## config.mk

```make
export PLATFORM = sky130hd
export DESIGN_NAME = icache_tag_array
export DESIGN_NICKNAME = d
export VERILOG_FILES = /design/src/icache_pkg.sv /design/src/icache_tag_array.sv
export VERILOG_INCLUDE_DIRS = /design/src /design/src/include
export SDC_FILE = /design/constraint.sdc
export NUM_CORES = 1
export LEC_CHECK = 0
export BUFFER_PORTS_ARGS = -buffer_cell sky130_fd_sc_hd__clkbuf_2
export CAP_MARGIN = 0
export CORE_MARGIN = 5
export CORE_UTILIZATION = 35
export CTS_CLUSTER_SIZE = 16
export DETAILED_ROUTE_END_ITERATION = 10
export PLACE_DENSITY_LB_ADDON = 0.05
export SYNTH_ARGS = -nofsm -noshare
export SYNTH_HDL_FRONTEND = slang
export SYNTH_SLANG_ARGS = --single-unit
```

## constraint.sdc

```tcl
create_clock -name clk_i -period 6.8 [get_ports clk_i]
set_input_delay 1.36 -clock clk_i [delete_from_list [all_inputs] [get_ports clk_i]]
set_output_delay 1.36 -clock clk_i [all_outputs]
set_load 0.01 [all_outputs]
```

## src/include/icache_config.svh

```systemverilog
`ifndef ICACHE_CONFIG_SVH
`define ICACHE_CONFIG_SVH

// ====================
// Cache geometry
// ====================

// Address and instruction width
`define ICACHE_XLEN        32
// One line holds four 32-bit words
`define ICACHE_LINE_BITS   128
`define ICACHE_N_WAYS      4
`define ICACHE_N_SETS      16

// ====================
// Address split
// ====================

// Byte offset inside a word
`define ICACHE_BYTE_BITS   2
// Word offset inside a line
`define ICACHE_WORD_BITS   2
// Set index
`define ICACHE_INDEX_BITS  4
// Whatever is left of the address above the index
`define ICACHE_TAG_BITS    24

`endif

```

## src/icache_pkg.sv

```systemverilog
`include "icache_config.svh"

package icache_pkg;

    // ====================
    // Width types
    // ====================

    // Instruction word or byte address
    typedef logic [`ICACHE_XLEN-1:0]        word_t;
    // Full cache line with word 0 in the top bits
    typedef logic [`ICACHE_LINE_BITS-1:0]   line_t;
    typedef logic [`ICACHE_TAG_BITS-1:0]    tag_t;
    typedef logic [`ICACHE_INDEX_BITS-1:0]  index_t;
    // Word position inside a line
    typedef logic [`ICACHE_WORD_BITS-1:0]   offset_t;
    // Way number and one-hot way mask
    typedef logic [1:0]                     way_t;
    typedef logic [`ICACHE_N_WAYS-1:0]      way_mask_t;

    // ====================
    // Controller states
    // ====================
    typedef enum logic [2:0]
    {
        ST_INIT   = 3'd0,  // Valid bits being cleared
        ST_IDLE   = 3'd1,  // Waiting for a fetch strobe
        ST_LOOKUP = 3'd2,  // Tag compare and hit answer
        ST_REFILL = 3'd3   // Waiting for the memory line
    } ctrl_state_e;

endpackage

```

## src/icache_tag_array.sv

```systemverilog
`include "icache_config.svh"

module icache_tag_array
(
    input  logic                 clk_i,
    // Lookup and fill address
    input  icache_pkg::index_t   index_i,
    input  icache_pkg::tag_t     tag_i,
    // Fill port
    input  logic                 fill_we_i,
    input  icache_pkg::way_t     victim_way_i,
    // Valid clear after reset
    input  logic                 init_clr_i,
    input  icache_pkg::index_t   init_index_i,
    // Lookup result
    output logic                 hit_o,
    output icache_pkg::way_t     hit_way_o
);

    // Per-way valid bits and tags with one entry per set
    logic               valid_q [`ICACHE_N_WAYS][`ICACHE_N_SETS];
    icache_pkg::tag_t   tag_q   [`ICACHE_N_WAYS][`ICACHE_N_SETS];

    // One bit per matching way
    icache_pkg::way_mask_t hit_mask;

    // ====================
    // Storage update
    // ====================
    always_ff @(posedge clk_i)
    begin
        for (int w = 0; w < `ICACHE_N_WAYS; w++)
        begin
            if (init_clr_i)
            begin
                // All ways of one set at a time
                valid_q[w][init_index_i] <= 1'b0;
            end
            else if (fill_we_i && (victim_way_i == icache_pkg::way_t'(w)))
            begin
                valid_q[w][index_i] <= 1'b1;
                tag_q[w][index_i]   <= tag_i;
            end
        end
    end

    // ====================
    // Tag compare
    // ====================

    // Asynchronous read so the result is ready in the lookup cycle
    always_comb
    begin
        for (int w = 0; w < `ICACHE_N_WAYS; w++)
        begin
            hit_mask[w] = valid_q[w][index_i] && (tag_q[w][index_i] == tag_i);
        end
    end

    assign hit_o = |hit_mask;

    // Mask to way number
    // Scan from the top so the lowest way wins on a multi-hit
    always_comb
    begin
        hit_way_o = '0;
        for (int w = `ICACHE_N_WAYS - 1; w >= 0; w--)
        begin
            if (hit_mask[w])
            begin
                hit_way_o = icache_pkg::way_t'(w);
            end
        end
    end

endmodule

```

==> metrics, run 1 <==
run status finished clean; slowest stage delay, CP between 500 and 600 ps; gr busiest metal met2; DRT Pass-1 Iters 6; EDFF count, synth 1,584; dpl hpwl about 120,000 um; Mapped Cells roughly 3.0k; first-pass GRT wire length approximately 270,000 um; Crit path arrival time about 5200 ps; Yosys cell types 74; setup bufs post-CTS 0; share of cells above drive strength 1 between 20% and 30%; max_slew headroom ~17%; GRT met1 Usage 28.3%; most frequent CP cell buf_4; hold_buf cts 0; via/cell ratio 5.48; die area 190,000 sq um; worst slack, placed -117 ps; chip width 436 um; min Tclk post-route around 6500 ps; Synth top area share approximately three quarters; vias between 30k and 40k; global route overflow 0; top cells by count, synth edfxtp_1, mux4_2, mux2i_1; crit path max fanout 23; Die Span Y roughly 440 um; Data required, critical path between 5000 and 6000 ps; DRT antenna net count 0; Hold Violations, Final 0; Worst-Margin Slew about 1200 ps; wire per inst roughly 34 um; total power divided by cell area 287 nW/um^2; TritonCTS Buffers 176; TritonCTS Sinks between 1.5k and 2k; I/O pins 40; critical path startpoint category input pin; Leakage 23.3 nW; peak supply drop roughly 220 uV; Total Nets Final between 3k and 4k; num rows between 150 and 200; Layout area overhead 15.6%; Hold WS about 450 ps; hold crit path type flip-flop to flip-flop; met2 usage between 30% and 40%; met3 usage around 2.9%; wirelength, routed a little under 200,000 um; RSZ-0062 raised after global routing no; CTS tree built; critical path's top delay family buffers and inverters; post-synthesis area per instance 21.0 sq um; Slew Limit Fails 0; drt initial violations roughly 2.8k; Max-cap violations 0; final setup skew 0 ps; Core Area approximately 180,000 sq um; most numerous cell in the Yosys netlist edfxtp_1; ys async rst share 0%; CP max stage cell mux4_2; Overall Global Routing Usage 20.4%; clock-pin slew on the worst setup and hold paths about 60 ps; worst setup margin around 270 ps; vias in the first global route about 34k; Initial Util a little over a third; r2r setup slk approximately 6200 ps; WP buf/inv 5; Clk Tree Root Cell clkbuf_16; Final GP Congestion between 0.7 and 0.8; DP Area between 60,000 and 70,000 sq um; Worst setup EP type primary output; Final setup viols 0; Port Buffers 39; Longest Clk Path Bufs 3; largest net degree at the start of global routing 73; share of the yosys chip area belonging to registers 75.2%; H-tree levels 4; #FFs+latches synth 1,600; ys flop type edfxtp_1; Setup Crit Path Kind input pin to primary output; leading area contributor after synthesis edfxtp_1; Synth Warn # 0; syn_nets 3,064; Max Freq approximately 0.15 GHz; initial antenna violation count 17; main area contributors after synthesis edfxtp_1, mux4_2, mux2i_1; cell area after layout around 74,000 sq um; DRC violations left 0; fin crit share a little under 100%; Post-Syn Area 63,600 sq um; crit-path cells buf_8 > buf_12 > mux4_2 > mux2i_2 > nor2_1 > a221o_1 > or3_1 > a22oi_1 > o2111ai_1 > buf_4 > and2_1 > nor3_2 > buf_4 > clkbuf_2; clk_lat worst skew 800 ps
worst paths after layout:
check | start | endpoint | cells after the start
setup reg to reg | valid_q[2][9] | valid_q[2][9] | 1
hold / removal | valid_q[2][8] | valid_q[2][8] | 1
setup / recovery | index_i[1] | hit_way_o[1] | 14
hold reg to reg | valid_q[2][8] | valid_q[2][8] | 1
per-layer routing:
layer | vias to the layer above | share of wire, %
met3 | 246 | 4.6
met4 | 0 | 1.9
met1 | 17565 | 44
li1 | 13187 | -
met5 | - | 0
met2 | 869 | 49
flip-flops by register name, summed over array words and instances, names as in the netlist:
name     flops
tag_q     1536
valid_q     64
what timing repair did:
item / 4_1_cts / 5_1_grt
cloned: 0 / 0
endpoints found under the hold margin: 0 / 0
setup endpoints to repair: 3 / 1
pin swaps: 0 / 0
resized for setup: 9 / 2
report_power, final:
part,switching (mW),leakage (nW),total [mW],internal [mW]
Clock,3.88,2.59,8.96,5.07
Combinational,0.800,6.45,1.27,0.470
Sequential,0.0145,14.3,10.9,10.9
cells by family (layout without fill, tap and decap cells):
group                  Yosys count  in the layout  synth area share [%]
AND/OR/NAND/NOR                281            281                  2.07
multiplexers                   594            594                  16.6
other                            0              2                     0
buffers and inverters          185            602                  1.78
flip-flops                    1600           1600                  75.2
AO/OA/AOI/OAI                  259            259                  2.81
XOR/XNOR                       108            108                  1.49
stage by stage:
stage	power (mW)	cells	TNS (ps)	util (%)
3_5_place_dp	12.4	5499	-117	37.7
5_1_grt	21.9	5814	0	40.7
2_1_floorplan	11.8	3027	0	-
4_1_cts	21.4	5814	0	40.7
6_report	21.1	5816	0	40.7
3_3_place_gp	12.4	5499	-177	37.7
area by class of cell:
type | instances | area (sq um)
antenna | 2 | 5.00
clock buffer | 233 | 4700
clock inverter | 82 | 609
fill | 15986 | 107000
inverter | 19 | 76.3
multi-input combinational | 1242 | 15000
sequential | 1600 | 47900
tap | 2370 | 2970
timing repair buffer | 268 | 2320
layout by cell type (no fill, tap or decap), drive strengths merged, types with 7 or more instances in the layout:
cell and count:
edfxtp 1584, mux4 367, buf 257, clkbuf 244
mux2i 202, xnor2 96, nor2 88, nand2 82
clkinv 72, o21ai 68, a22oi 28, mux2 25
a21oi 24, nor3 23, inv 21, a221oi 20
nand3 19, a21o 18, o22ai 17, nand2b 16
dfxtp 16, nor2b 14, xor2 12, nand4 8
a31oi 8, o2111ai 8, o211ai 7
(Power assumes the default switching activity.)
==> inputs of run 2 (changes only) <==
--- a/config.mk
+++ b/config.mk
@@ -12,7 +12,7 @@
 export CORE_UTILIZATION = 35
 export CTS_CLUSTER_SIZE = 16
 export DETAILED_ROUTE_END_ITERATION = 10
-export PLACE_DENSITY_LB_ADDON = 0.05
+export PLACE_DENSITY = 0.51
 export SYNTH_ARGS = -nofsm -noshare
 export SYNTH_HDL_FRONTEND = slang
 export SYNTH_SLANG_ARGS = --single-unit
==> metrics, run 2 (synthesized netlist as in run 1, its figures left out) <==
Top reg by flops tag_q; Setup Crit Path Kind input pin to primary output; Layout area overhead 15.0%; total power divided by cell area 283 nW/um^2; combinational fraction of design power around 5.9%; Longest Clk Path Bufs 3; Net Switching ~4.5 mW; via/cell ratio 5.48; cell area after layout ~73,000 sq um; CTS tree built; run status finished clean; post-CTS sizing 1; Final GP Congestion about 0.80; Inst Count DP about 5.5k; Crit path arrival time around 5400 ps; Max-cap violations 0; crit path max fanout 39; share of cells above drive strength 1 27.6%; DRT antenna net count 0; TritonCTS Sinks ~1.6k; die area 190,000 sq um; Slew Limit Fails 0; DRC violations left 0; H-tree levels 4; Core Area between 150,000 and 200,000 sq um; Non-Filler Instances 5,790; hold_buf cts 0; vias in the first global route around 32k; setup TNS 0 ps; hold crit path type flip-flop to flip-flop; min Tclk post-route slightly below 7000 ps; Leakage roughly 23 nW; clk_lat worst skew 790 ps; largest net degree at the start of global routing 74; Clk Tree Root Cell clkbuf_16; RSZ-0062 raised after global routing no; Total Nets Final between 3k and 4k; max reg flops 1,536; Pint about 16 mW; drt initial violations 3,310; wirelength, routed approximately 180,000 um; dpl hpwl around 110,000 um; Layout Utilization 40.5%; sequential power share between 50% and 60%; most frequent cells in the layout edfxtp_1, mux4_2, mux2i_1, buf_4, clkbuf_16; vias 31.7k; Worst setup EP type primary output; first-pass GRT wire length between 200,000 and 300,000 um; num rows ~160; Data required, critical path 5440 ps; Hold Violations, Final 0; setup bufs post-CTS 0; global route overflow 0; Regs by FF count tag_q x1536, valid_q x64; clock-pin slew on the worst setup and hold paths about 60 ps; commonest non-fill, non-tap cell in the layout edfxtp_1; wire per inst around 31 um; Overall Global Routing Usage a little under a fifth; DP Area between 60,000 and 70,000 sq um; critical path startpoint category input pin; Final setup viols 0; TritonCTS Buffers between 150 and 200; I/O pins 40; Die Span Y 436 um; final setup skew 0 ps; max_slew headroom approximately 22%; Max Freq about 0.15 GHz; sw frac between 20 and 25%; initial antenna violation count 9; Worst-Margin Slew about 1200 ps; Initial Util roughly a third; Port Buffers 39; chip width ~440 um; peak supply drop 251 uV; DRT Pass-1 Iters 7; fin crit share slightly below 100%; clock power share about two fifths
==> run 2: area by class of cell <==
type                    count  area [sq um]
diodes                      2          5.00
clock buffers             213          4500
inverters                  19          76.3
clock inverters            89           581
well taps                2370          2970
multi-input cells        1242         15000
flip-flops and latches   1600         47900
fillers                 16041        108000
repair buffers            255          2150
==> run 2: path summary, 6_finish.rpt <==
kind,start,to,slack (ps),depth (start not counted)
hold reg to reg,valid_q[2][10],valid_q[2][10],450,1
setup / recovery,index_i[0],hit_way_o[0],60,14
hold / removal,valid_q[2][10],valid_q[2][10],450,1
setup reg to reg,valid_q[2][3],valid_q[2][3],6230,1
==> run 2: power by group through the flow <==
stage	sequential, mW	clock, mW	combinational (mW)
finish	10.9	8.61	1.23
detailed placement	11.1	0	1.25
CTS	10.9	8.80	1.25
floorplan	11.1	0	0.679
global placement	11.1	0	1.24
global route	10.9	9.24	1.30
==> run 2: critical path, stage by stage <==
cell	delay [ps]
buf_8	400
buf_12	280
buf_4	220
mux4_2	510
mux2i_1	220
xnor2_1	220
o2111ai_1	250
o32a_1	250
a2111oi_1	730
buf_4	240
and4bb_1	210
buf_4	150
o21ba_1	150
clkbuf_2	120
==> run 2: per-layer routing <==
metal  routed length [um]  GRT usage (%)  share of wire (%)  vias up
met5                   13              0             0.0072        -
met4                 3210           3.64                1.8        2
met3                 9460           2.89                5.2      222
met2                87700           30.7                 49     1011
met1                79800           26.8                 44    17353
li1                     -              -                  -    13144
==> run 2: per-stage QoR <==
stage / hold WS, ps / setup slack [ps] / total power [mW]
finish: 448 / 62.6 / 20.7
global route: 457 / 14.0 / 21.4
CTS: 448 / 6.26 / 20.9
global placement: 429 / -298 / 12.3
floorplan: 421 / 1570 / 11.8
detailed placement: 434 / -188 / 12.4
