File: src/include/icache_config.svh
`ifndef ICACHE_CONFIG_SVH
`define ICACHE_CONFIG_SVH

// ====================
// Cache geometry
// ====================

// Address and instruction width
`define ICACHE_XLEN        32
// One line holds four 32-bit words
`define ICACHE_LINE_BITS   128
`define ICACHE_N_WAYS      4
`define ICACHE_N_SETS      16

// ====================
// Address split
// ====================

// Byte offset inside a word
`define ICACHE_BYTE_BITS   2
// Word offset inside a line
`define ICACHE_WORD_BITS   2
// Set index
`define ICACHE_INDEX_BITS  4
// Whatever is left of the address above the index
`define ICACHE_TAG_BITS    24

`endif

File: src/icache_pkg.sv
`include "icache_config.svh"

package icache_pkg;

    // ====================
    // Width types
    // ====================

    // Instruction word or byte address
    typedef logic [`ICACHE_XLEN-1:0]        word_t;
    // Full cache line with word 0 in the top bits
    typedef logic [`ICACHE_LINE_BITS-1:0]   line_t;
    typedef logic [`ICACHE_TAG_BITS-1:0]    tag_t;
    typedef logic [`ICACHE_INDEX_BITS-1:0]  index_t;
    // Word position inside a line
    typedef logic [`ICACHE_WORD_BITS-1:0]   offset_t;
    // Way number and one-hot way mask
    typedef logic [1:0]                     way_t;
    typedef logic [`ICACHE_N_WAYS-1:0]      way_mask_t;

    // ====================
    // Controller states
    // ====================
    typedef enum logic [2:0]
    {
        ST_INIT   = 3'd0,  // Valid bits being cleared
        ST_IDLE   = 3'd1,  // Waiting for a fetch strobe
        ST_LOOKUP = 3'd2,  // Tag compare and hit answer
        ST_REFILL = 3'd3   // Waiting for the memory line
    } ctrl_state_e;

endpackage

File: src/icache_fifo_repl.sv
`include "icache_config.svh"

module icache_fifo_repl
(
    input  logic                 clk_i,
    input  logic                 rst_i,
    input  icache_pkg::index_t   index_i,
    input  logic                 fill_we_i,
    output icache_pkg::way_t     victim_way_o
);

    // Next way to replace with one counter per set
    icache_pkg::way_t fifo_cnt_q [`ICACHE_N_SETS];

    // Counter wraps through the ways in fill order
    always_ff @(posedge clk_i)
    begin
        if (rst_i)
        begin
            for (int s = 0; s < `ICACHE_N_SETS; s++)
            begin
                fifo_cnt_q[s] <= '0;
            end
        end
        else if (fill_we_i)
        begin
            fifo_cnt_q[index_i] <= fifo_cnt_q[index_i] + 1'b1;
        end
    end

    // Combinational read for the indexed set
    assign victim_way_o = fifo_cnt_q[index_i];

endmodule

File: config.mk
export PLATFORM = sky130hd
export DESIGN_NAME = icache_fifo_repl
export DESIGN_NICKNAME = d
export VERILOG_FILES = /design/src/icache_pkg.sv /design/src/icache_fifo_repl.sv
export VERILOG_INCLUDE_DIRS = /design/src /design/src/include
export SDC_FILE = /design/constraint.sdc
export NUM_CORES = 1
export LEC_CHECK = 0
export BUFFER_PORTS_ARGS = -buffer_cell sky130_fd_sc_hd__buf_2
export CORE_MARGIN = 2
export CORE_UTILIZATION = 59
export CTS_CLUSTER_DIAMETER = 100
export CTS_CLUSTER_SIZE = 30
export DETAILED_ROUTE_END_ITERATION = 12
export GPL_TIMING_DRIVEN = 0
export PLACE_DENSITY = 0.77
export SLEW_MARGIN = 10
export SYNTH_ARGS = -nofsm -noshare
export SYNTH_HDL_FRONTEND = slang
export SYNTH_SLANG_ARGS = --single-unit
export TNS_END_PERCENT = 20
File: constraint.sdc
create_clock -name clk_i -period 2.3 [get_ports clk_i]
set_input_delay 0.115 -clock clk_i [delete_from_list [all_inputs] [get_ports clk_i]]
set_output_delay 0.115 -clock clk_i [all_outputs]
set_load 0.02 [all_outputs]
==> flow_summary.json, run 1 <==
{
  "status": "finished clean",
  "synth_cell_type_count": 20,
  "io_pins": 9,
  "drive_gt1_share_pct": 17.3,
  "start_util_pct": 62.0,
  "placementRows": 19,
  "cts_tree": "built",
  "critPathKind": "flip-flop to output port",
  "period_needed_ns": 2.15,
  "drv_cap": 0,
  "cts_setup_buffers": 0,
  "largest_reg_flops": 32,
  "dp_hpwl_um": 2120,
  "wl_um": 2820,
  "grt_pass1_vias": 1038,
  "hold_viol": 0,
  "clock.fmax_mhz": 465,
  "ff2ff_path_depth": 4,
  "clk_latency_ns": 0.34,
  "drv_slew": 0,
  "setup_viol": 0,
  "vias_per_cell": 5.98,
  "num_antenna_cells": 0,
  "io_buffers": 5,
  "crit_path_start_kind": "flip-flop",
  "clkTransAtPathRegs_ns": 0.09,
  "cts_buffers": 5,
  "path_cells": "mux4_1 -> mux2_4 -> mux2_2 -> buf_2",
  "hold_path.class": "input port to flip-flop",
  "synthCells": 126,
  "first_pass_iters": 4,
  "drt_iter0_drc": 45,
  "cts_sinks": 32,
  "skew_ns": 0.00920,
  "yosys_warnings": 0,
  "die-area_sq_um": 3320,
  "ant_nets": 0,
  "postCtsResizedCells": 0,
  "grt_first_pass_wirelength_um": 4690,
  "worst_pin_slew_ns": 0.650,
  "syn_area_sq_um": 1700,
  "track_usage_pct": 20.1,
  "leakagePower_nw": 0.688,
  "grt_max_degree": 11,
  "layout.nets": 145,
  "area_delta_synth_final_pct": 6.64,
  "cp_data_required_time_ns": 2.18,
  "htree_levels": 2,
  "whs_path_depth": 4,
  "syn_nets": 133,
  "top_register": "fifo_cnt_q",
  "grt_setup_unrepaired": "false",
  "postCtsHoldBufs": 0,
  "period_share_pct": 93.5,
  "drcViolationCount": 0,
  "relSlewSlack_pct": 56.1,
  "max-vdd-ir-drop_uv": 571,
  "synth_seq_area_share_pct": 56.7,
  "crit_arrival_ns": 2.04,
  "cpMaxStageDelayCell": "mux4_1",
  "num_vias": 1016,
  "antenna_found_initial": 0,
  "cp_max_fo": 10,
  "die_x_um": 57.6,
  "core_sq_um": 2730,
  "synth-seq-cells": 32,
  "post_drt_wl_per_cell_um": 16.6,
  "avgSynthCellArea_sq_um": 13.5,
  "p_per_area_nw_per_um2": 624,
  "end_kind": "output port",
  "die_y_um": 57.6,
  "biggestRegsByFlops": "fifo_cnt_q x32",
  "final.setup.tns_ns": 0,
  "clockBufferDepth": 2,
  "overflow": 0,
  "cpPeakStageDelay_ns": 0.52,
  "root_buffer": "clkbuf_4",
  "utilization_pct": 66.1,
  "gp_congestion": 0.770
}
layout by cell type, fill, tap and decap left out:
cell,synthesis,final
nor4b_1,1,1
buf_6,1,1
clkinv_1,0,1
clkbuf_4,0,5
mux2_2,1,1
nor4bb_1,1,1
mux2i_1,1,1
nor2b_1,2,2
mux2i_4,2,2
mux2_4,2,2
nand2_1,12,12
and4b_1,1,1
nand3_1,4,4
nand2b_1,16,16
xor2_4,2,2
mux4_2,2,2
nor2_1,33,33
clkbuf_1,3,5
and4bb_2,1,1
edfxtp_1,32,32
mux4_1,6,6
buf_2,3,8
area by class of cell:
class                   instances  area (sq um)
clock inverters                 1          3.75
repair buffers                  5          25.0
clock buffers                   7          45.0
well taps                      31          38.8
flip-flops and latches         32           961
multi-input cells              87           697
plain buffers                   7          37.5
fillers                       208           926
synth_stat cells:
master,count,area [sq um]
nor2_1,33,124
edfxtp_1,32,961
nand2b_1,16,100
nand2_1,12,45.0
mux4_1,6,158
nand3_1,4,20.0
buf_2,3,15.0
clkbuf_1,3,11.3
mux2_4,2,30.0
mux2i_4,2,45.0
mux4_2,2,45.0
nor2b_1,2,12.5
xor2_4,2,55.1
and4b_1,1,10.0
and4bb_2,1,12.5
buf_6,1,11.3
mux2_2,1,11.3
mux2i_1,1,10.0
nor4b_1,1,8.76
nor4bb_1,1,10.0
power by group:
part | internal [W] | switching, W
combinational | 0.0000673 | 0.0000991
sequential | 0.000663 | 0.00000566
clock | 0.000117 | 0.000175
total | 0.000848 | 0.000280
layer usage:
layer	vias up	wire length, um	share of wire [%]	global-route usage (%)
li1	485	-	-	-
met1	497	1180	42	27.0
met2	26	1400	50	30.2
met3	8	171	6.1	4.99
met4	0	65	2.3	11.3
met5	-	0	0	0
worst paths after layout:
check / start / to / slack, ns
hold reg to reg: fifo_cnt_q[12][0] / fifo_cnt_q[11][0] / 1.00
hold / removal: rst_i / fifo_cnt_q[2][0] / 0.26
setup / recovery: fifo_cnt_q[13][0] / victim_way_o[0] / 0.15
setup reg to reg: fifo_cnt_q[13][0] / fifo_cnt_q[14][1] / 0.41
cell families after synthesis:
kind of cell,synth area share [%]
flops,56.7
buf+inv,2.21
simple gates,20.2
xor+xnor,3.25
mux,17.6
through the flow:
step | setup WS, ns | power (W) | hold slack [ns] | instance area [sq um] | instances
floorplan | 0.596 | 0.000810 | 0.465 | 1700 | 126
global placement | 0.410 | 0.000846 | 0.600 | 1760 | 162
detailed placement | 0.360 | 0.000850 | 0.599 | 1760 | 162
CTS | 0.129 | 0.00113 | 0.245 | 1810 | 170
global route | 0.0882 | 0.00117 | 0.303 | 1810 | 170
finish | 0.148 | 0.00113 | 0.258 | 1810 | 170
worst max-delay path: cells and delay by family, from the launching register on:
family	cells	cell delay, ns
mux	3	1.16
buf+inv	1	0.16
flops	1	0.37
Note: power is estimated with default switching activity, not from simulation.
==> inputs of run 2 (changes only) <==
--- a/config.mk
+++ b/config.mk
@@ -8,12 +8,13 @@
 export LEC_CHECK = 0
 export BUFFER_PORTS_ARGS = -buffer_cell sky130_fd_sc_hd__buf_2
 export CORE_MARGIN = 2
-export CORE_UTILIZATION = 59
+export CORE_UTILIZATION = 50
 export CTS_CLUSTER_DIAMETER = 100
 export CTS_CLUSTER_SIZE = 30
 export DETAILED_ROUTE_END_ITERATION = 12
 export GPL_TIMING_DRIVEN = 0
-export PLACE_DENSITY = 0.77
+export PLACE_DENSITY = 0.67
+export RECOVER_POWER = 25
 export SLEW_MARGIN = 10
 export SYNTH_ARGS = -nofsm -noshare
 export SYNTH_HDL_FRONTEND = slang
==> flow_summary.json, run 2 (synthesized netlist as in run 1, its figures left out) <==
{
  "status": "finished clean",
  "final.setup.tns_ns": 0,
  "overflow": 0,
  "period_needed_ns": 2.12,
  "grt_setup_unrepaired": "false",
  "start_util_pct": 51.6,
  "crit_arrival_ns": 2.01,
  "dp_hpwl_um": 2110,
  "cts_sinks": 32,
  "max-vdd-ir-drop_uv": 338,
  "drt_iter0_drc": 29,
  "cts_buffers": 5,
  "whs_path_depth": 4,
  "placementRows": 21,
  "end_kind": "output port",
  "num_antenna_cells": 0,
  "clk_latency_ns": 0.33,
  "cpPeakStageDelay_ns": 0.50,
  "drv_slew": 0,
  "ant_nets": 0,
  "p_per_area_nw_per_um2": 617,
  "clockBufferDepth": 2,
  "io_pins": 9,
  "drive_gt1_share_pct": 14.4,
  "power.total_w": 0.00112,
  "grt_pass1_vias": 1021,
  "area_delta_synth_final_pct": 7.53,
  "cp_max_fo": 10,
  "crit_buf_inv": 1,
  "final_common_cell": "nor2_1",
  "num_vias": 995,
  "die-area_sq_um": 3870,
  "first_pass_iters": 4,
  "track_usage_pct": 17.6,
  "cts_setup_buffers": 0,
  "critPathKind": "flip-flop to output port",
  "hold_viol": 0,
  "postCtsResizedCells": 0,
  "drv_cap": 0,
  "cts_tree": "built",
  "wl_um": 2840,
  "final_cell_mix": "33 x nor2_1, 32 x edfxtp_1, 16 x nand2b_1",
  "ff2ff_path_depth": 4,
  "grt_first_pass_wirelength_um": 4900,
  "vias_per_cell": 5.38,
  "fillCellCount": 276,
  "top_register": "fifo_cnt_q",
  "multi_input_area_sq_um": 697,
  "core_sq_um": 3280,
  "hold_path.class": "input port to flip-flop",
  "cpMaxStageDelayCell": "mux4_1",
  "skew_ns": 0.0134,
  "ff_latch_area_sq_um": 961,
  "relSlewSlack_pct": 53.0,
  "crit_path_start_kind": "flip-flop",
  "antenna_found_initial": 0,
  "cp_data_required_time_ns": 2.18,
  "clock.fmax_mhz": 471,
  "root_buffer": "clkbuf_4",
  "layout.nets": 145,
  "grt_max_degree": 11,
  "io_buffers": 5,
  "setup_viol": 0,
  "path_cells": "mux4_1 -> mux2_4 -> mux2_2 -> buf_2",
  "critical_path_depth": 4,
  "worst_pin_slew_ns": 0.695,
  "leakagePower_nw": 0.682,
  "htree_levels": 2,
  "postCtsHoldBufs": 0,
  "die_x_um": 62.2,
  "clkTransAtPathRegs_ns": 0.09,
  "biggestRegsByFlops": "fifo_cnt_q x32",
  "gp_congestion": 0.755,
  "drcViolationCount": 0,
  "post_drt_wl_per_cell_um": 15.3,
  "period_share_pct": 92.4,
  "largest_reg_flops": 32,
  "crit_family": "multiplexers",
  "die_y_um": 62.2
}
-- run 2: cell types whose count changed in the layout (fill, tap and decap cells not counted), sizes merged --
cell    delta
buf        -3
clkbuf     +3
-- run 2: metal layers --
metal | vias up | GRT usage, % | part of all wire, %
met1 | 479 | 21.4 | 41
li1 | 484 | - | -
met2 | 24 | 28.3 | 51
met5 | - | 0 | 0
met3 | 8 | 5.80 | 4.9
met4 | 0 | 8.89 | 2.3
-- run 2: power by group --
part / leakage [nW] / switching (W) / internal [W]
combinational: 0.325 / 0.000100 / 0.0000666
clock: 0.0269 / 0.000172 / 0.000117
sequential: 0.331 / 0.00000556 / 0.000663
total: 0.682 / 0.000278 / 0.000847
-- run 2: stage by stage --
| step | hold slack [ns] | area (sq um) | worst slack (ns) | utilization, % | cells |
|---|---|---|---|---|---|
| floorplan | 0.465 | 1700 | 0.596 | - | 126 |
| global placement | 0.596 | 1780 | 0.399 | 54.1 | 177 |
| detailed placement | 0.610 | 1780 | 0.389 | 54.1 | 177 |
| CTS | 0.241 | 1830 | 0.124 | 55.6 | 185 |
| global route | 0.321 | 1820 | 0.0690 | 55.5 | 185 |
| finish | 0.290 | 1820 | 0.176 | 55.5 | 185 |
-- run 2: area by class of cell --
class | instances | area share, %
buffer | 7 | 1.92
clock buffer | 7 | 2.47
multi-input combinational | 87 | 38.2
sequential | 32 | 52.7
clock inverter | 1 | 0.206
timing repair buffer | 5 | 1.30
tap | 46 | 3.16
-- run 2: tightest hold or removal path: stages --
cell and delay (ns):
clkbuf_1 0.10, nor4bb_1 0.10, nand2_1 0.11, nor2_1 0.04
-- run 2: path summary, 6_finish.rpt --
check | from | end | slack, ns
max | fifo_cnt_q[10][0] | victim_way_o[0] | 0.18
min | rst_i | fifo_cnt_q[2][0] | 0.29
max reg2reg | fifo_cnt_q[10][0] | fifo_cnt_q[15][1] | 0.42
min reg2reg | fifo_cnt_q[2][0] | fifo_cnt_q[2][0] | 1.01
