`src/include/icache_config.svh`:
```
`ifndef ICACHE_CONFIG_SVH
`define ICACHE_CONFIG_SVH

// ====================
// Cache geometry
// ====================

// Address and instruction width
`define ICACHE_XLEN        32
// One line holds four 32-bit words
`define ICACHE_LINE_BITS   128
`define ICACHE_N_WAYS      4
`define ICACHE_N_SETS      16

// ====================
// Address split
// ====================

// Byte offset inside a word
`define ICACHE_BYTE_BITS   2
// Word offset inside a line
`define ICACHE_WORD_BITS   2
// Set index
`define ICACHE_INDEX_BITS  4
// Whatever is left of the address above the index
`define ICACHE_TAG_BITS    24

`endif

```
`src/icache_pkg.sv`:
```
`include "icache_config.svh"

package icache_pkg;

    // ====================
    // Width types
    // ====================

    // Instruction word or byte address
    typedef logic [`ICACHE_XLEN-1:0]        word_t;
    // Full cache line with word 0 in the top bits
    typedef logic [`ICACHE_LINE_BITS-1:0]   line_t;
    typedef logic [`ICACHE_TAG_BITS-1:0]    tag_t;
    typedef logic [`ICACHE_INDEX_BITS-1:0]  index_t;
    // Word position inside a line
    typedef logic [`ICACHE_WORD_BITS-1:0]   offset_t;
    // Way number and one-hot way mask
    typedef logic [1:0]                     way_t;
    typedef logic [`ICACHE_N_WAYS-1:0]      way_mask_t;

    // ====================
    // Controller states
    // ====================
    typedef enum logic [2:0]
    {
        ST_INIT   = 3'd0,  // Valid bits being cleared
        ST_IDLE   = 3'd1,  // Waiting for a fetch strobe
        ST_LOOKUP = 3'd2,  // Tag compare and hit answer
        ST_REFILL = 3'd3   // Waiting for the memory line
    } ctrl_state_e;

endpackage

```
`src/icache_ctrl.sv`:
```
`include "icache_config.svh"

module icache_ctrl
(
    input  logic               clk_i,
    input  logic               rst_i,
    // Processor side
    input  logic               p_strobe_i,
    input  icache_pkg::word_t  line_addr_i,
    // From the tag array
    input  logic               hit_i,
    // Memory side
    input  logic               m_ready_i,
    // Control outputs
    output logic               ready_o,
    output logic               fill_we_o,
    output logic               init_clr_o,
    output icache_pkg::index_t init_index_o,
    output logic               m_strobe_o,
    output icache_pkg::word_t  m_addr_o
);

    icache_pkg::ctrl_state_e state_q;
    icache_pkg::ctrl_state_e state_d;

    // Walks the sets once after reset
    icache_pkg::index_t init_cnt_q;
    logic               init_last;

    // Lookup found no matching way
    logic               miss;

    assign init_last = (init_cnt_q == icache_pkg::index_t'(`ICACHE_N_SETS - 1));
    assign miss      = (state_q == icache_pkg::ST_LOOKUP) && !hit_i;

    // ====================
    // State register
    // ====================
    always_ff @(posedge clk_i)
    begin
        if (rst_i)
        begin
            state_q <= icache_pkg::ST_INIT;
        end
        else
        begin
            state_q <= state_d;
        end
    end

    always_comb
    begin
        state_d = state_q;
        case (state_q)
            icache_pkg::ST_INIT:
            begin
                // Cache is usable once the last set is cleared
                if (init_last)
                begin
                    state_d = icache_pkg::ST_IDLE;
                end
            end
            icache_pkg::ST_IDLE:
            begin
                if (p_strobe_i)
                begin
                    state_d = icache_pkg::ST_LOOKUP;
                end
            end
            icache_pkg::ST_LOOKUP:
            begin
                // Hit is answered in this cycle and a miss goes to memory
                state_d = hit_i ? icache_pkg::ST_IDLE : icache_pkg::ST_REFILL;
            end
            icache_pkg::ST_REFILL:
            begin
                if (m_ready_i)
                begin
                    state_d = icache_pkg::ST_IDLE;
                end
            end
            default:
            begin
                state_d = icache_pkg::ST_INIT;
            end
        endcase
    end

    // ====================
    // Valid clear counter
    // ====================

    // One set per cycle until the last set
    always_ff @(posedge clk_i)
    begin
        if (rst_i)
        begin
            init_cnt_q <= '0;
        end
        else if (state_q == icache_pkg::ST_INIT && !init_last)
        begin
            init_cnt_q <= init_cnt_q + 1'b1;
        end
    end

    assign init_clr_o   = (state_q == icache_pkg::ST_INIT);
    assign init_index_o = init_cnt_q;

    // ====================
    // Memory request
    // ====================

    // Strobe rises once when the miss is found and the state then leaves lookup
    always_ff @(posedge clk_i)
    begin
        if (rst_i)
        begin
            m_strobe_o <= 1'b0;
        end
        else
        begin
            m_strobe_o <= miss;
        end
    end

    // Line address is held for the whole refill and is zero otherwise
    always_ff @(posedge clk_i)
    begin
        if (rst_i)
        begin
            m_addr_o <= '0;
        end
        else if (miss)
        begin
            m_addr_o <= line_addr_i;
        end
        else if (fill_we_o)
        begin
            m_addr_o <= '0;
        end
    end

    // Incoming line is written while the processor gets its word
    assign fill_we_o = (state_q == icache_pkg::ST_REFILL) && m_ready_i;
    assign ready_o   = ((state_q == icache_pkg::ST_LOOKUP) && hit_i) || fill_we_o;

endmodule

```
`config.mk`:
```
export PLATFORM = sky130hd
export DESIGN_NAME = icache_ctrl
export DESIGN_NICKNAME = d
export VERILOG_FILES = /design/src/icache_pkg.sv /design/src/icache_ctrl.sv
export VERILOG_INCLUDE_DIRS = /design/src /design/src/include
export SDC_FILE = /design/constraint.sdc
export NUM_CORES = 1
export LEC_CHECK = 0
export ABC_AREA = 1
export BUFFER_PORTS_ARGS = -buffer_cell sky130_fd_sc_hd__clkbuf_2
export CAP_MARGIN = 20
export CORE_MARGIN = 2
export CORE_UTILIZATION = 44
export DETAILED_ROUTE_END_ITERATION = 16
export PLACE_DENSITY_LB_ADDON = 0.25
export SETUP_SLACK_MARGIN = 0.2
export SYNTH_ARGS = -nofsm -noshare
export SYNTH_HDL_FRONTEND = slang
export SYNTH_SLANG_ARGS = --single-unit
export TNS_END_PERCENT = 20
```
`constraint.sdc`:
```
create_clock -name clk_i -period 1.45 [get_ports clk_i]
set_input_delay 0.145 -clock clk_i [delete_from_list [all_inputs] [get_ports clk_i]]
set_output_delay 0.145 -clock clk_i [all_outputs]
set_load 0.02 [all_outputs]
```
==> results of run 1 <==
worst register-to-register path: cells and delay by family, from the launching register on:
family / cells / cell delay, ns
and+or+nand+nor: 6 / 0.61
adders and majority gates: 1 / 0.21
DFF: 1 / 0.39
state kept, by name, indices dropped and copies added, names as in the netlist:
signal / cells
init_index_o: 4
m_strobe_o: 1
m_addr_o: 32
state_q: 2
area by class of cell:
class | count | area share [%]
multi-input combinational | 134 | 27.8
clock buffer | 7 | 2.10
tap | 44 | 2.57
timing repair buffer | 99 | 29.0
sequential | 39 | 36.8
inverter | 7 | 1.46
clock inverter | 1 | 0.234
synthesized netlist by cell type:
| cell | count | share of area [%] |
|---|---|---|
| a21oi_1 | 4 | 1.4 |
| buf_2 | 3 | 1.0 |
| buf_4 | 1 | 0.52 |
| buf_6 | 3 | 2.3 |
| clkbuf_1 | 2 | 0.52 |
| dfxtp_1 | 39 | 54 |
| ha_1 | 1 | 0.86 |
| inv_1 | 4 | 1.0 |
| inv_2 | 3 | 0.78 |
| nand2_1 | 75 | 19 |
| nand2_2 | 2 | 0.86 |
| nand3_1 | 6 | 2.1 |
| nand3b_1 | 1 | 0.52 |
| nor2_1 | 9 | 2.3 |
| nor2_2 | 1 | 0.43 |
| o21a_1 | 1 | 0.52 |
| o21ai_0 | 28 | 9.6 |
| o21ai_1 | 6 | 2.1 |
metrics by stage:
stage                     utilization, %  hold WS [ns]  instance area [um^2]
final                               69.0       0.00112                  2140
after global routing                69.0       0.00540                  2140
after CTS                           67.5      0.000797                  2090
after detailed placement            60.6         0.348                  1880
after global placement              60.6         0.344                  1880
after floorplan                        -         0.217                  1460
cells by family after synthesis:
kind of cell             after synthesis
AND/OR/NAND/NOR                       94
AO/OA/AOI/OAI                         39
flip-flops                            39
buffers and inverters                 16
adder cells (fa/ha/maj)                1
power by group:
group	total (W)	internal, W	switching, W
combinational	0.000923	0.000360	0.000562
clock	0.000516	0.000189	0.000327
sequential	0.00136	0.00124	0.000127
worst min-delay path by stage:
stage	start	end	depth (start not counted)
after detailed placement	line_addr_i[7]	m_addr_o[7]	3
after global placement	line_addr_i[18]	m_addr_o[18]	3
after CTS	line_addr_i[31]	m_addr_o[31]	3
after floorplan	rst_i	state_q[0]	1
after global routing	line_addr_i[26]	m_addr_o[26]	3
final	line_addr_i[25]	m_addr_o[25]	3
cell usage in the layout, fill, tap and decap left out:
cell and count:
clkbuf_2 75, clkbuf_4 5, nor2_1 8, o21a_1 1, buf_4 7, nor2_2 1, dlygate4sd3_1 14, nand2_2 2
clkinv_2 1, o21ai_1 6, inv_4 2, clkbuf_1 2, nand2_1 75, dfxtp_4 2, nor2_4 1, inv_1 4
nand3_1 5, ha_1 1, a21oi_1 4, o21ai_0 28, buf_12 2, nand3_2 1, nand3b_1 1, dfxtp_1 37
clkbuf_8 1, inv_2 1
timing repair:
item | in CTS | in global routing
resized for setup | 7 | 3
hold buffers | 13 | 1
setup buffers | 1 | 4
endpoints found under the setup margin | 19 | 28
pin swaps | 0 | 2
gates cloned | 0 | 0
endpoints found under the hold margin | 13 | 1
routing by layer:
metal	vias up	wire length (um)	global-route usage [%]
met2	53	1830	36.3
met3	5	254	7.77
li1	797	-	-
met4	0	48	6.38
met5	-	0	0
met1	682	1490	22.7
==> reports/summary.log, run 1 <==
qor: worst_hold_path.hp_class input port to flip-flop
qor: finish.multiInputGateArea 594 um^2
qor: setup_path.critical_path_buf_inv_count 2
qor: placed_design.routabilityCongestion 0.858
qor: clock_tree.cts_root_buffer clkbuf_4
qor: global_routing.wire_length_of_the_first_global_routing_pass 5.66 mm
qor: setup_path.required 1.31 ns
qor: floorplanning.fp-row-count 20
qor: detailed_routing.drt_first_iter_violations 70
qor: placed_design.detailedPlacementHpwl 2.45 mm
qor: setup_path.critPathMostFrequentCell nand2_1
qor: sta.setup_ws 0.160 ns
qor: global_routing.grt_max_degree 33
qor: setup_path.worstReg2RegEnd state_q[1]
qor: power_and_ir_drop.pwr_density_cell 1310 nW/um^2
qor: yosys.synth-seq-area-share 53.7%
qor: power_and_ir_drop.design_power_total 0.00280 W
qor: global_routing.antenna_found_initial 0
qor: finish.fillCellCount 286
qor: finish.fin_nets 324
qor: setup_path.classification_of_the_worst_setup_path flip-flop to output port
qor: sta.hold_viol 0
qor: floorplanning.initial_core_util 46.8%
qor: sta.max_slew_headroom 86.1%
qor: setup_path.cp_top_family flip-flops
qor: sta.post-route-min-period 1.29 ns
qor: global_routing.global_route.overflow_total 0
qor: detailed_routing.avgViaCountPerCell 4.64
qor: setup_path.critical_path_depth 5
qor: floorplanning.die_area 3780 um^2
qor: yosys.yosys.area_share.adder 0.861%
qor: sta.max_freq 0.775 GHz
qor: sta.final.setup_skew 0.00460 ns
qor: placed_design.place_ws 0.208 ns
qor: global_routing.grt_usage 20.5%
qor: floorplanning.fp.dieW 61.5 um
qor: yosys.synth_xor_xnor_area_share 0%
qor: setup_path.timing.critical_path.cells inv_4, nor2_4, nand2_1, nand2_1, clkbuf_8
qor: setup_path.r2r_setup_slack 0.19 ns
qor: yosys.post_syn_area 1450 um^2
qor: finish.post_route_cells_drive_above_1_share 35.2%
qor: detailed_routing.wirelength_per_cell 10.9 um
qor: sta.min_period_over_period 88.9%
qor: setup_path.startpoint_of_the_worst_setup_timing_path state_q[1]
qor: yosys.postSynthNetCount 227
qor: setup_path.critical_path.reg2reg.startpoint init_index_o[1]
qor: placed_design.port_buffers 76
qor: setup_path.timing.critical_path.arrival 1.14 ns
qor: yosys.largest_family_of_logic_cells_by_synthesized_area simple AND/OR/NAND/NOR gates
qor: clock_tree.cts.path.max_buffers 2
qor: setup_path.reg2regPathDepth 7
qor: setup_path.critical_path.endpoint ready_o
qor: global_routing.first_global_vias 1,342
qor: detailed_routing.route.antenna.remaining_nets 0
qor: clock_tree.h-tree-depth 2
qor: yosys.share_of_the_synthesized_area_in_compound_gates_ao_oa_aoi_oai 13.6%
qor: clock_tree.cts.sinks 39
qor: floorplanning.top_level_ports 77
qor: setup_path.worstPathMaxFanout 4
qor: clock_tree.clk-insertion-delay-late 0.33 ns
qor: clock_tree.cts_bufs_inserted 5
qor: setup_path.worst_setup_path_end_kind output port
qor: flow_run.maxCapViolations 0
qor: yosys.synth.area.mux_share 0%
qor: setup_path.worst_path_max_delay_cell dfxtp_4
qor: detailed_routing.drc_errors 0
qor: floorplanning.die_height 61.5 um
qor: yosys.yosysWarnings 0
qor: detailed_routing.route.vias.total 1,537
qor: yosys.post_synthesis_cells 189
qor: power_and_ir_drop.power_leakage 1.01 nW
qor: setup_path.critical_path.max_stage_delay 0.39 ns
qor: sta.finalMaxSlewViolations 0
qor: power_and_ir_drop.vdd_drop_max 0.847 mV
qor: setup_path.cp-start-kind flip-flop
qor: detailed_routing.routed_wirelength 3.62 mm
qor: yosys.yosys.area_share.simple 25.6%
qor: yosys.synth-seq-cells 39
qor: detailed_routing.initial_drt_pass_iterations 4
qor: clock_tree.tritoncts_clock_tree yes
qor: finish.sequential_cell_area 788 um^2
qor: finish.antenna-diode-count 0
qor: sta.timing_worst_slew_pin_value 0.209 ns
qor: yosys.post_synth_num_cell_types 18
qor: floorplanning.core 3100 um^2
qor: placed_design.placed_cells 304
qor: finish.stdcell_count 331
qor: clock_tree.cts.clk_slew.worst_paths 0.11 ns
qor: status.outcome finished, final reports clean
qor: sta.fin_setup_tns 0 ns
qor: sta.final-setup-viol-count 0
qor: finish.areaGrowthSynthToFinish 47.4%
qor: sta.rsz_0062_raised_after_global_routing yes
qor: yosys.synthesis.area_per_instance 7.69 um^2
Power figures use the tool's default switching activity.
==> run 2: changes to the inputs <==
ABC_AREA = 0   (was 1)
CORE_UTILIZATION = 43   (was 44)
SETUP_SLACK_MARGIN = default   (was 0.2)
==> reports/summary.log, run 2 <==
qor: status.outcome finished, final reports clean
qor: sta.finalMaxSlewViolations 0
qor: sta.final-setup-viol-count 0
qor: yosys.synth.top_cells.by_area dfxtp_1, a32o_1, buf_6
qor: setup_path.startpoint_of_the_worst_setup_timing_path state_q[0]
qor: placed_design.detailedPlacementHpwl 2.26 mm
qor: global_routing.antenna_found_initial 0
qor: global_routing.grt_max_degree 34
qor: setup_path.worst_setup_path_end_kind output port
qor: setup_path.cp-start-kind flip-flop
qor: floorplanning.top_level_ports 77
qor: flow_run.maxCapViolations 0
qor: sta.max_slew_headroom 76.0%
qor: detailed_routing.route.antenna.remaining_nets 0
qor: finish.stdcell_area 2140 um^2
qor: setup_path.worstPathMaxFanout 6
qor: yosys.synth-edff-count 0
qor: detailed_routing.route.vias.total 1,351
qor: yosys.yosysMostFrequentCell dfxtp_1
qor: sta.post-route-min-period 1.39 ns
qor: yosys.synth-async-reset-ratio 0%
qor: yosys.post_syn_area 1390 um^2
qor: yosys.synth-seq-cells 39
qor: detailed_routing.drt_first_iter_violations 43
qor: detailed_routing.drc_errors 0
qor: sta.max_freq 0.719 GHz
qor: clock_tree.cts.clk_slew.worst_paths 0.11 ns
qor: yosys.post_synth_most_frequent_cells dfxtp_1, a32o_1, buf_6
qor: finish.layout_common_cells clkbuf_2, dfxtp_1, a32o_1
qor: clock_tree.cts_root_buffer clkbuf_4
qor: sta.timing_worst_slew_pin_value 0.360 ns
qor: yosys.synthDominantAreaCellType dfxtp_1
qor: placed_design.placed_area 1780 um^2
qor: placed_design.placed_cells 223
qor: sta.timing.hold.ws 0.00462 ns
qor: clock_tree.cts.path.max_buffers 2
qor: finish.antenna-diode-count 0
qor: floorplanning.core 3050 um^2
qor: sta.final.setup_skew 0.00488 ns
qor: setup_path.r2r_setup_slack 0.12 ns
qor: yosys.synthFlopType dfxtp_1
qor: detailed_routing.routed_wirelength 3.60 mm
qor: setup_path.timing.critical_path.arrival 1.25 ns
qor: finish.post_route_cells_drive_above_1_share 46.4%
qor: finish.fillCellCount 246
qor: finish.stdcell_count 255
qor: setup_path.classification_of_the_worst_setup_path flip-flop to output port
qor: global_routing.first_global_vias 1,193
qor: detailed_routing.avgViaCountPerCell 5.30
qor: placed_design.routabilityCongestion 0.696
qor: detailed_routing.wirelength_per_cell 14.1 um
qor: power_and_ir_drop.power_leakage 0.966 nW
qor: sta.rsz_0062_raised_after_global_routing no
qor: sta.fin_setup_tns 0 ns
qor: global_routing.wire_length_of_the_first_global_routing_pass 5.33 mm
qor: detailed_routing.initial_drt_pass_iterations 4
qor: finish.final_common_cell clkbuf_2
qor: setup_path.critical_path.endpoint init_clr_o
qor: clock_tree.h-tree-depth 2
qor: clock_tree.cts.sinks 39
qor: floorplanning.initial_core_util 45.5%
qor: yosys.synth_largest_type_area_fraction 56.3%
qor: finish.fin_nets 248
qor: global_routing.global_route.overflow_total 0
qor: placed_design.port_buffers 76
qor: yosys.yosysWarnings 0
qor: clock_tree.clk-insertion-delay-late 0.34 ns
qor: finish.areaGrowthSynthToFinish 54.4%
qor: finish.largest_register_ff_count 32
qor: setup_path.worstReg2RegEnd m_addr_o[26]
qor: yosys.synthesis.area_per_instance 12.6 um^2
qor: setup_path.reg2regPathDepth 4
qor: sta.hold_viol 0
qor: setup_path.required 1.31 ns
qor: floorplanning.die_area 3700 um^2
qor: clock_tree.tritoncts_clock_tree yes
qor: floorplanning.fp.dieW 60.8 um
qor: yosys.synth-seq-area-share 56.3%
qor: worst_hold_path.hp_class input port to flip-flop
qor: clock_tree.cts_bufs_inserted 5
qor: setup_path.critical_path.reg2reg.startpoint state_q[0]
qor: power_and_ir_drop.vdd_drop_max 0.508 mV
qor: sta.min_period_over_period 95.9%
qor: floorplanning.fp-row-count 20
qor: floorplanning.die_height 60.8 um
qor: finish.registers.top_by_ff_count m_addr_o
qor: yosys.post_synth_num_cell_types 27
qor: yosys.post_synthesis_cells 110
qor: yosys.postSynthNetCount 148
qor: power_and_ir_drop.pwr_density_cell 875 nW/um^2
qor: global_routing.grt_usage 20.0%
qor: power_and_ir_drop.design_power_total 0.00187 W
-- run 2: cell count changes in the layout (fill, tap and decap cells not counted), sizes merged, moves of 6 or more --
cell         previous run  this run
nand2                  77         1
o21ai                  34         1
a32o                    0        32
dlygate4sd3            14        25
inv                     7         1
-- run 2: worst min path at each step --
stage | startpoint | end | slack, ns | cells past startpoint
2_1_floorplan | rst_i | init_index_o[0] | 0.22 | 1
5_1_grt | line_addr_i[17] | m_addr_o[17] | 0.002 | 2
3_3_place_gp | line_addr_i[27] | m_addr_o[27] | 0.36 | 2
6_report | line_addr_i[17] | m_addr_o[17] | 0.005 | 2
3_5_place_dp | line_addr_i[29] | m_addr_o[29] | 0.36 | 2
4_1_cts | line_addr_i[25] | m_addr_o[25] | 0.0004 | 2
-- run 2: metrics by stage --
stage	worst slack, ns	util (%)
after global routing	0.00529	70.2
after floorplan	0.0485	-
after global placement	-0.296	57.5
after detailed placement	0.0261	58.4
after CTS	0.00862	68.4
final	0.0598	70.2
-- run 2: cell type report --
type	instances	area, um^2	share of cell area (%)
Sequential cell	39	788	36.8
Timing Repair Buffer	105	689	32.2
Multi-Input combinational cell	58	537	25.1
Clock buffer	8	68.8	3.21
Tap cell	44	55.1	2.57
Inverter	1	3.75	0.175
-- run 2: cells by family after synthesis --
family	share of synthesized area (%)
AO/OA/AOI/OAI	26.7
XOR/XNOR	0.631
adder cells (fa/ha/maj)	0.902
buffers and inverters	7.30
flip-flops	56.3
multiplexers	0.721
AND/OR/NAND/NOR	7.48
-- run 2: power by group --
group / switching (W) / internal [W] / total, W / leakage, nW
Sequential: 0.0000128 / 0.00107 / 0.00109 / 0.316
Combinational: 0.0000675 / 0.0000978 / 0.000165 / 0.611
Clock: 0.000336 / 0.000285 / 0.000622 / 0.0386
Total: 0.000417 / 0.00146 / 0.00187 / 0.966
-- run 2: routing by layer --
| metal | vias up | track usage [%] | share of wire (%) |
|---|---|---|---|
| li1 | 646 | - | - |
| met4 | 0 | 9.32 | 1.9 |
| met5 | - | 0 | 0 |
| met1 | 631 | 19.8 | 36 |
| met2 | 63 | 36.9 | 55 |
| met3 | 11 | 7.25 | 7.2 |
-- run 2: worst max-delay path, cell delays in order (launching register included) --
cell and delay [ns]:
dfxtp_4 0.37, buf_4 0.16, nor2_2 0.17, clkbuf_2 0.20
-- run 2: repair_timing --
action | in CTS | in global routing
setup endpoints to repair | 2 | 26
endpoints found under the hold margin | 22 | 3
resized for setup | 7 | 6
pin swaps | 1 | 2
buffers inserted | 0 | 0
hold buffers | 22 | 3
